`src/hw/ccm_pkg.sv`:
```
package ccm_pkg;

    // ----------------------------------------------------------------------
    // widths and fixed-point format
    // ----------------------------------------------------------------------
    localparam int PIXEL_W        = 8;
    localparam int PIXEL_MAX      = (1 << PIXEL_W) - 1;
    localparam int COE_W          = 14;
    // Q4.10, so 1024 means a gain of 1.0
    localparam int COE_FRAC       = 10;
    localparam int COE_COUNT      = 9;
    localparam int COE_IDX_W      = $clog2(COE_COUNT);
    // signed coefficient times zero-extended pixel
    localparam int PROD_W         = COE_W + PIXEL_W + 1;
    // headroom for three products
    localparam int SUM_W          = PROD_W + 2;
    localparam int MATRIX_LATENCY = 4;

    // ----------------------------------------------------------------------
    // AXI4-Lite register map
    // ----------------------------------------------------------------------
    localparam int AXIL_ADDR_W = 6;
    localparam int AXIL_DATA_W = 32;

    typedef logic        [PIXEL_W-1:0]     pixel_t;
    typedef logic signed [COE_W-1:0]       coe_t;
    typedef coe_t        [COE_COUNT-1:0]   coe_set_t;
    typedef logic        [COE_IDX_W-1:0]   coe_idx_t;
    typedef logic signed [PROD_W-1:0]      prod_t;
    typedef logic signed [SUM_W-1:0]       sum_t;
    typedef logic        [AXIL_ADDR_W-1:0] axil_addr_t;
    typedef logic        [AXIL_DATA_W-1:0] axil_data_t;
    typedef logic        [1:0]             axil_resp_t;

    localparam axil_resp_t RESP_OKAY   = 2'b00;
    localparam axil_resp_t RESP_SLVERR = 2'b10;

    // coefficient k lives at byte address 4k, last one at 0x20
    localparam axil_addr_t COE_ADDR_LAST = axil_addr_t'(4 * (COE_COUNT - 1));

    // identity matrix, row-major
    localparam coe_t     COE_ONE   = coe_t'(1 << COE_FRAC);
    localparam coe_set_t COE_RESET = '{COE_ONE, coe_t'(0), coe_t'(0),
                                       coe_t'(0), COE_ONE, coe_t'(0),
                                       coe_t'(0), coe_t'(0), COE_ONE};

    // 0.5 in Q4.10 for round to nearest
    localparam sum_t ROUND_HALF = sum_t'(1 << (COE_FRAC - 1));

    typedef struct packed {
        pixel_t r;
        pixel_t g;
        pixel_t b;
    } rgb_t;

    typedef struct packed {
        rgb_t rgb;
        logic de;
        logic hs;
        logic vs;
    } video_t;

    // master to slave
    typedef struct packed {
        axil_addr_t awaddr;
        logic       awvalid;
        axil_data_t wdata;
        logic       wvalid;
        logic       bready;
        axil_addr_t araddr;
        logic       arvalid;
        logic       rready;
    } axil_req_t;

    // slave to master
    typedef struct packed {
        logic       awready;
        logic       wready;
        axil_resp_t bresp;
        logic       bvalid;
        logic       arready;
        axil_data_t rdata;
        axil_resp_t rresp;
        logic       rvalid;
    } axil_rsp_t;

endpackage
```
`src/hw/ccm_top.sv`:
```
module ccm_top import ccm_pkg::*; (
    input  logic      clk,
    input  logic      reset_i,
    input  axil_req_t axil_req_i,
    output axil_rsp_t axil_rsp_o,
    input  video_t    video_i,
    output video_t    video_o
);

    // coefficients as the host last wrote them
    coe_set_t working_coe;
    // coefficients in use for the current frame
    coe_set_t active_coe;

    // ----------------------------------------------------------------------
    // host side
    // ----------------------------------------------------------------------
    ccm_axil_regs u_regs (
        .clk           (clk),
        .reset_i       (reset_i),
        .axil_req_i    (axil_req_i),
        .axil_rsp_o    (axil_rsp_o),
        .working_coe_o (working_coe)
    );

    // frame start taken from the incoming vs
    ccm_coe_shadow u_shadow (
        .clk           (clk),
        .reset_i       (reset_i),
        .vs_i          (video_i.vs),
        .working_coe_i (working_coe),
        .active_coe_o  (active_coe)
    );

    // ----------------------------------------------------------------------
    // video side
    // ----------------------------------------------------------------------
    ccm_matrix u_matrix (
        .clk          (clk),
        .reset_i      (reset_i),
        .active_coe_i (active_coe),
        .video_i      (video_i),
        .video_o      (video_o)
    );

endmodule

```
`src/hw/ccm_matrix.sv`:
```
module ccm_matrix import ccm_pkg::*; (
    input  logic     clk,
    input  logic     reset_i,
    input  coe_set_t active_coe_i,
    input  video_t   video_i,
    output video_t   video_o
);

    // |r'|   | c0 c1 c2 |   |r|
    // |g'| = | c3 c4 c5 | * |g|
    // |b'|   | c6 c7 c8 |   |b|

    pixel_t     comp [3];
    prod_t      prod_q [3][3];
    sum_t       pair_q [3];
    prod_t      third_q [3];
    sum_t       row_q [3];
    rgb_t       out_rgb_q;
    logic [2:0] sync_q [MATRIX_LATENCY];

    // add one half, drop the fraction, clamp to the pixel range
    function automatic pixel_t round_clamp(input sum_t acc);
        sum_t rounded;
        rounded = (acc + ROUND_HALF) >>> COE_FRAC;
        if (rounded[SUM_W-1]) begin
            return '0;
        end else if (rounded > PIXEL_MAX) begin
            return '1;
        end
        return pixel_t'(rounded);
    endfunction

    // column order of the matrix
    assign comp[0] = video_i.rgb.r;
    assign comp[1] = video_i.rgb.g;
    assign comp[2] = video_i.rgb.b;

    // ----------------------------------------------------------------------
    // data pipeline
    // ----------------------------------------------------------------------
    always_ff @(posedge clk) begin
        for (int row = 0; row < 3; row++) begin
            // stage 0 forms nine products with the pixel zero-extended to stay positive
            for (int col = 0; col < 3; col++) begin
                prod_q[row][col] <= $signed(active_coe_i[3 * row + col])
                                  * $signed({1'b0, comp[col]});
            end
            // stage 1 adds the first two terms of each row and carries the third
            pair_q[row]  <= sum_t'(prod_q[row][0]) + sum_t'(prod_q[row][1]);
            third_q[row] <= prod_q[row][2];
            // stage 2
            row_q[row]   <= pair_q[row] + sum_t'(third_q[row]);
        end
    end

    // stage 3 round and clamp
    always_ff @(posedge clk) begin
        if (reset_i) begin
            out_rgb_q <= '0;
        end else begin
            out_rgb_q.r <= round_clamp(row_q[0]);
            out_rgb_q.g <= round_clamp(row_q[1]);
            out_rgb_q.b <= round_clamp(row_q[2]);
        end
    end

    // ----------------------------------------------------------------------
    // sync delay
    // ----------------------------------------------------------------------
    // de, hs, vs follow the data through the same number of stages
    always_ff @(posedge clk) begin
        if (reset_i) begin
            for (int k = 0; k < MATRIX_LATENCY; k++) begin
                sync_q[k] <= '0;
            end
        end else begin
            sync_q[0] <= {video_i.de, video_i.hs, video_i.vs};
            for (int k = 1; k < MATRIX_LATENCY; k++) begin
                sync_q[k] <= sync_q[k-1];
            end
        end
    end

    always_comb begin
        video_o.rgb = out_rgb_q;
        video_o.de  = sync_q[MATRIX_LATENCY-1][2];
        video_o.hs  = sync_q[MATRIX_LATENCY-1][1];
        video_o.vs  = sync_q[MATRIX_LATENCY-1][0];
    end

endmodule

```
`src/hw/ccm_coe_shadow.sv`:
```
module ccm_coe_shadow import ccm_pkg::*; (
    input  logic     clk,
    input  logic     reset_i,
    input  logic     vs_i,
    input  coe_set_t working_coe_i,
    output coe_set_t active_coe_o
);

    logic vs_q;
    logic vs_rise;

    // ----------------------------------------------------------------------
    // frame start detect
    // ----------------------------------------------------------------------
    // vs high now, low one cycle ago
    assign vs_rise = vs_i && !vs_q;

    always_ff @(posedge clk) begin
        if (reset_i) begin
            vs_q <= 1'b0;
        end else begin
            vs_q <= vs_i;
        end
    end

    // ----------------------------------------------------------------------
    // active coefficient set
    // ----------------------------------------------------------------------
    // whole matrix swapped in one clock, so host writes made mid-frame
    // never mix with the matrix in use
    // the pixel after the edge is the first one to see the new set
    always_ff @(posedge clk) begin
        if (reset_i) begin
            active_coe_o <= COE_RESET;
        end else if (vs_rise) begin
            active_coe_o <= working_coe_i;
        end
    end

endmodule

```
`src/hw/ccm_axil_regs.sv`:
```
module ccm_axil_regs import ccm_pkg::*; (
    input  logic      clk,
    input  logic      reset_i,
    input  axil_req_t axil_req_i,
    output axil_rsp_t axil_rsp_o,
    output coe_set_t  working_coe_o
);

    // one response machine for writes, one for reads
    typedef enum logic {IDLE, RESP} resp_state_t;

    resp_state_t wr_state;
    resp_state_t rd_state;
    logic        wr_fire;
    logic        rd_fire;
    logic        wr_err;
    logic        rd_err;
    coe_idx_t    wr_idx;
    coe_idx_t    rd_idx;
    coe_t        rd_coe;
    axil_resp_t  bresp_q;
    axil_resp_t  rresp_q;
    axil_data_t  rdata_q;

    // misaligned or past the last coefficient
    function automatic logic addr_bad(input axil_addr_t addr);
        return (addr[1:0] != 2'b00) || (addr > COE_ADDR_LAST);
    endfunction

    // ----------------------------------------------------------------------
    // address decode
    // ----------------------------------------------------------------------
    // aw and w are taken together, only with no write response pending
    assign wr_fire = (wr_state == IDLE) && axil_req_i.awvalid && axil_req_i.wvalid;
    assign rd_fire = (rd_state == IDLE) && axil_req_i.arvalid;

    assign wr_err = addr_bad(axil_req_i.awaddr);
    assign rd_err = addr_bad(axil_req_i.araddr);

    // word index from the byte address
    assign wr_idx = coe_idx_t'(axil_req_i.awaddr[AXIL_ADDR_W-1:2]);
    assign rd_idx = coe_idx_t'(axil_req_i.araddr[AXIL_ADDR_W-1:2]);
    assign rd_coe = working_coe_o[rd_idx];

    // ----------------------------------------------------------------------
    // write side
    // ----------------------------------------------------------------------
    always_ff @(posedge clk) begin
        if (reset_i) begin
            wr_state      <= IDLE;
            working_coe_o <= COE_RESET;
        end else begin
            case (wr_state)
                IDLE: begin
                    if (wr_fire) begin
                        // a bad address leaves the registers alone
                        if (!wr_err) begin
                            working_coe_o[wr_idx] <= coe_t'(axil_req_i.wdata[COE_W-1:0]);
                        end
                        wr_state <= RESP;
                    end
                end
                RESP: begin
                    // hold bvalid until the master takes it
                    if (axil_req_i.bready) begin
                        wr_state <= IDLE;
                    end
                end
            endcase
        end
    end

    // ----------------------------------------------------------------------
    // read side
    // ----------------------------------------------------------------------
    always_ff @(posedge clk) begin
        if (reset_i) begin
            rd_state <= IDLE;
        end else begin
            case (rd_state)
                IDLE: begin
                    if (rd_fire) begin
                        rd_state <= RESP;
                    end
                end
                RESP: begin
                    if (axil_req_i.rready) begin
                        rd_state <= IDLE;
                    end
                end
            endcase
        end
    end

    // response payload, captured on acceptance
    always_ff @(posedge clk) begin
        if (wr_fire) begin
            bresp_q <= wr_err ? RESP_SLVERR : RESP_OKAY;
        end
        if (rd_fire) begin
            rresp_q <= rd_err ? RESP_SLVERR : RESP_OKAY;
            // sign-extend the coefficient, zero on error
            if (rd_err) begin
                rdata_q <= '0;
            end else begin
                rdata_q <= {{(AXIL_DATA_W - COE_W){rd_coe[COE_W-1]}}, rd_coe};
            end
        end
    end

    always_comb begin
        axil_rsp_o.awready = wr_fire;
        axil_rsp_o.wready  = wr_fire;
        axil_rsp_o.bresp   = bresp_q;
        axil_rsp_o.bvalid  = (wr_state == RESP);
        axil_rsp_o.arready = rd_fire;
        axil_rsp_o.rdata   = rdata_q;
        axil_rsp_o.rresp   = rresp_q;
        axil_rsp_o.rvalid  = (rd_state == RESP);
    end

endmodule

```
`config.mk`:
```
export PLATFORM = sky130hd
export DESIGN_NAME = ccm_top
export DESIGN_NICKNAME = d
export VERILOG_FILES = /design/src/hw/ccm_pkg.sv /design/src/hw/ccm_top.sv /design/src/hw/ccm_matrix.sv /design/src/hw/ccm_coe_shadow.sv /design/src/hw/ccm_axil_regs.sv
export SDC_FILE = /design/constraint.sdc
export NUM_CORES = 2
export LEC_CHECK = 0
export ABC_AREA = 1
export BUFFER_PORTS_ARGS = -buffer_cell sky130_fd_sc_hd__buf_4
export CAP_MARGIN = 15
export CORE_MARGIN = 5
export CORE_UTILIZATION = 35
export CTS_CLUSTER_DIAMETER = 50
export CTS_CLUSTER_SIZE = 30
export DETAILED_ROUTE_END_ITERATION = 8
export GPL_ROUTABILITY_DRIVEN = 0
export PLACE_DENSITY = 0.49
export SETUP_SLACK_MARGIN = 0.3
export SLEW_MARGIN = 15
export SYNTH_ARGS = -nofsm -noshare
export SYNTH_HDL_FRONTEND = slang
export SYNTH_SLANG_ARGS = --single-unit
```
`constraint.sdc`:
```
create_clock -name clk -period 4.9 [get_ports clk]
set_input_delay 0.98 -clock clk [delete_from_list [all_inputs] [get_ports clk]]
set_output_delay 0.98 -clock clk [all_outputs]
set_load 0.05 [all_outputs]
```
==> results.py <==
metrics = {
    "logic_synthesis": {
        "synth-edff-count": 16,
        "synth.largest_area_cell": "fa_1",
        "ys_ff_latch": 702,
        "yosysUniqueCellTypes": 44,
        "avgSynthCellArea_um2": 7.32,
        "synth_area_leaders": "fa_1, dfxtp_1, inv_1",
        "synthArstFlopShare_pct": 0,
        "syn_area_um2": 68700,
        "seq_area_frac_synth_pct": 20.7,
        "synth_top_area_share_pct": 23.7,
        "synth_cells": 9392,
        "synth.most_common_cell": "inv_1",
        "yosysWarnings": 0,
        "synth_common_cells": "inv_1, nand2_1, fa_1, dfxtp_1, nor2_1",
        "synthFlopType": "dfxtp_1",
    },
    "die": {
        "die_area_um2": 205000,
        "start_util_pct": 35.2,
        "core_area_um2": 195000,
        "std_cell_rows": 162,
        "io_pins": 146,
        "fp.dieH_um": 453,
        "die_w_um": 453,
    },
    "sta": {
        "rsz0062_at_grt": "no",
        "slew_viol_final": 0,
        "timing.final.crit_period_ns": 4.37,
        "finalCritPeriodShare_pct": 89.2,
        "skew_ns": 0.0871,
        "worst_slew_pin_slew_ns": 1.14,
        "finalSetupViolCount": 0,
        "fmaxAchievable_ghz": 0.229,
        "setup_tns_ns": 0,
        "slew_headroom_pct": 23.4,
        "finalHoldViolCount": 0,
    },
    "detailed_routing": {
        "drc": 0,
        "drt-total-wl_mm": 192,
        "wl_per_cell_um": 15.4,
        "via_count": 57300,
        "firstDrtPassIters": 5,
        "viasPerCell": 4.61,
        "drtIter0Drc": 3495,
        "drtAntennaViolNets": 0,
    },
    "clock_tree": {
        "cts_tree": "done",
        "clock-sinks": 702,
        "clock-root-buffer": "clkbuf_16",
        "clockBufferDepth": 3,
        "cts_setup_buffers": 0,
        "clkTransAtPathRegs_ns": 0.07,
        "htreeDepth": 3,
        "numCtsBuffers": 89,
        "worstSkewPairLatency_ns": 0.77,
    },
    "critical_path": {
        "slowest_stage": "fa_1",
        "path_cells": "buf_4 > buf_4 > nand2_1 > fa_1 > inv_1 > fa_1 > fa_1 > inv_1 > fa_1 > inv_1 > ha_4 > a21oi_1 > o21ai_0 > a21oi_1 > nand3_1 > nand2_1 > nand2_1",
        "critPathMostFrequentCell": "fa_1",
        "slowest_delay_ns": 0.54,
        "critPathLaunchType": "input pin",
        "crit_type": "in -> reg",
        "crit_path_max_fanout": 28,
        "critPathRequiredTime_ns": 5.54,
        "cp-end-kind": "flop",
        "cp.arrival_ns": 5.01,
    },
    "grt": {
        "antenna_found_initial": 14,
        "grtUsageTotal_pct": 18.9,
        "grt_max_degree": 209,
        "grt_pass1_wl_mm": 312,
        "grt_overflow": 0,
        "grt_pass1_vias": 57900,
    },
    "cells_and_area": {
        "syn2layout_area_growth_pct": 15.7,
        "drive_gt1_share_pct": 9.71,
        "stdcell_area_um2": 79600,
        "fin_nets": 11200,
        "fillers": 20200,
    },
    "min_path": {
        "hold_path.class": "reg -> reg",
    },
    "power_and_ir_drop": {
        "p_leak_nw": 44.8,
        "vdd_drop_max_uv": 329,
        "pwr_density_cell_nw_per_um2": 432,
    },
    "place": {
        "hpwl_mm": 160,
        "placed_cell_area_um2": 76200,
        "numPortBuffers": 125,
    },
    "job": {
        "drv_cap": 0,
    },
    "run_status": {
        "status": "finished, final reports clean",
    },
}
==> layout by cell type, fill, tap and decap left out, drive strengths merged, types with 3 or more instances in the layout <==
| master | synthesis | routed |
|---|---|---|
| ha | 555 | 555 |
| a21oi | 540 | 540 |
| nor2 | 612 | 612 |
| a21o | 33 | 33 |
| dfxtp | 686 | 686 |
| buf | 46 | 651 |
| nor4 | 3 | 3 |
| clkbuf | 346 | 93 |
| or2 | 4 | 4 |
| fa | 813 | 813 |
| nand4 | 131 | 131 |
| edfxtp | 16 | 16 |
| a31oi | 8 | 8 |
| inv | 2285 | 2317 |
| clkinv | 2 | 32 |
| clkinvlp | 0 | 9 |
| o211ai | 8 | 8 |
| xnor2 | 76 | 76 |
| o31ai | 4 | 4 |
| o21a | 19 | 19 |
| bufinv | 0 | 3 |
| o21ai | 339 | 339 |
| nand3 | 328 | 328 |
| nand2 | 2272 | 2272 |
| and2 | 7 | 7 |
| a31o | 3 | 3 |
| nor3 | 45 | 45 |
| o21bai | 29 | 29 |
| nand3b | 9 | 9 |
| xor2 | 162 | 162 |
| a21boi | 10 | 10 |
==> worst max-delay path: cells and delay by family <==
kind	cells	cell delay, ns
simple gates	4	0.30
compound gates	3	0.76
buf+inv	5	0.71
fa+ha+maj	5	2.24
==> final timing paths <==
| check | startpoint | to | slack (ns) | cells after the start |
|---|---|---|---|---|
| worst max register to register | u_shadow.active_coe_o[41] | u_matrix.prod_q[0][22] | 0.54 | 16 |
| worst min register to register | u_matrix.prod_q[1][4] | u_matrix.third_q[0][27] | 0.32 | 0 |
| worst min-delay path | u_matrix.prod_q[1][4] | u_matrix.third_q[0][27] | 0.32 | 0 |
| worst max-delay path | video_i[23] | u_matrix.prod_q[0][67] | 0.53 | 17 |
==> state kept, by name (all words and copies together), names as in the netlist <==
signal / count
u_matrix.pair_q: 72
u_matrix.prod_q: 207
u_matrix.row_q: 48
u_matrix.sync_q: 12
u_matrix.third_q: 69
u_matrix.video_o: 24
u_regs.bresp_q: 1
u_regs.rd_state: 1
u_regs.rdata_q: 14
u_regs.rresp_q: 1
u_regs.working_coe_o: 126
u_regs.wr_state: 1
u_shadow.active_coe_o: 126
==> routing by layer <==
layer  GRT usage [%]  share of wire (%)  up-vias
li1                -                  -    28700
met1            26.7                 48    27300
met2            31.0                 45     1104
met3            2.03                4.5      191
met4            4.31                2.0        0
met5               0                  0        -
==> cell type report <==
class | count | area (µm²) | share of cell area (%)
multi-input cells | 6012 | 44900 | 56.5
flip-flops and latches | 702 | 14200 | 17.9
inverters | 2287 | 8590 | 10.8
repair buffers | 651 | 5180 | 6.51
well taps | 2624 | 3280 | 4.13
clock buffers | 93 | 2270 | 2.86
clock inverters | 74 | 1040 | 1.31
diodes | 2 | 5.00 | 0.00629
==> logic make-up after synthesis <==
logic type / after synthesis / synth area share [%]
buffers and inverters: 2679 / 14.8
XOR/XNOR: 238 / 3.03
AO/OA/AOI/OAI: 993 / 7.65
adder cells (fa/ha/maj): 1368 / 33.8
flip-flops: 702 / 20.7
other: 1 / 0.00546
AND/OR/NAND/NOR: 3411 / 20.0
==> repair_timing <==
item / in CTS / in global routing
setup endpoints to repair: 0 / 22
hold buffers: 0 / 0
gates resized for setup: 0 / 19
==> metrics by stage <==
stage               hold WS (ns)  cells  util, %  power, mW  worst slack [ns]
CTS                        0.319  12400     40.7       34.7             0.310
detailed placement         0.312  12300     39.0       27.4            -0.278
global placement           0.312  12300     39.0       27.3            -0.289
floorplan                  0.310   9393        -       20.8             0.291
finish                     0.317  12400     40.8       34.4             0.531
global route               0.320  12400     40.8       37.6             0.303
==> report_power, final <==
| part | internal [mW] | switching [mW] | total (mW) |
|---|---|---|---|
| sequential | 7.49 | 1.27 | 8.76 |
| clock | 3.82 | 3.22 | 7.05 |
| combinational | 7.26 | 11.3 | 18.6 |
Power figures use the tool's default switching activity.
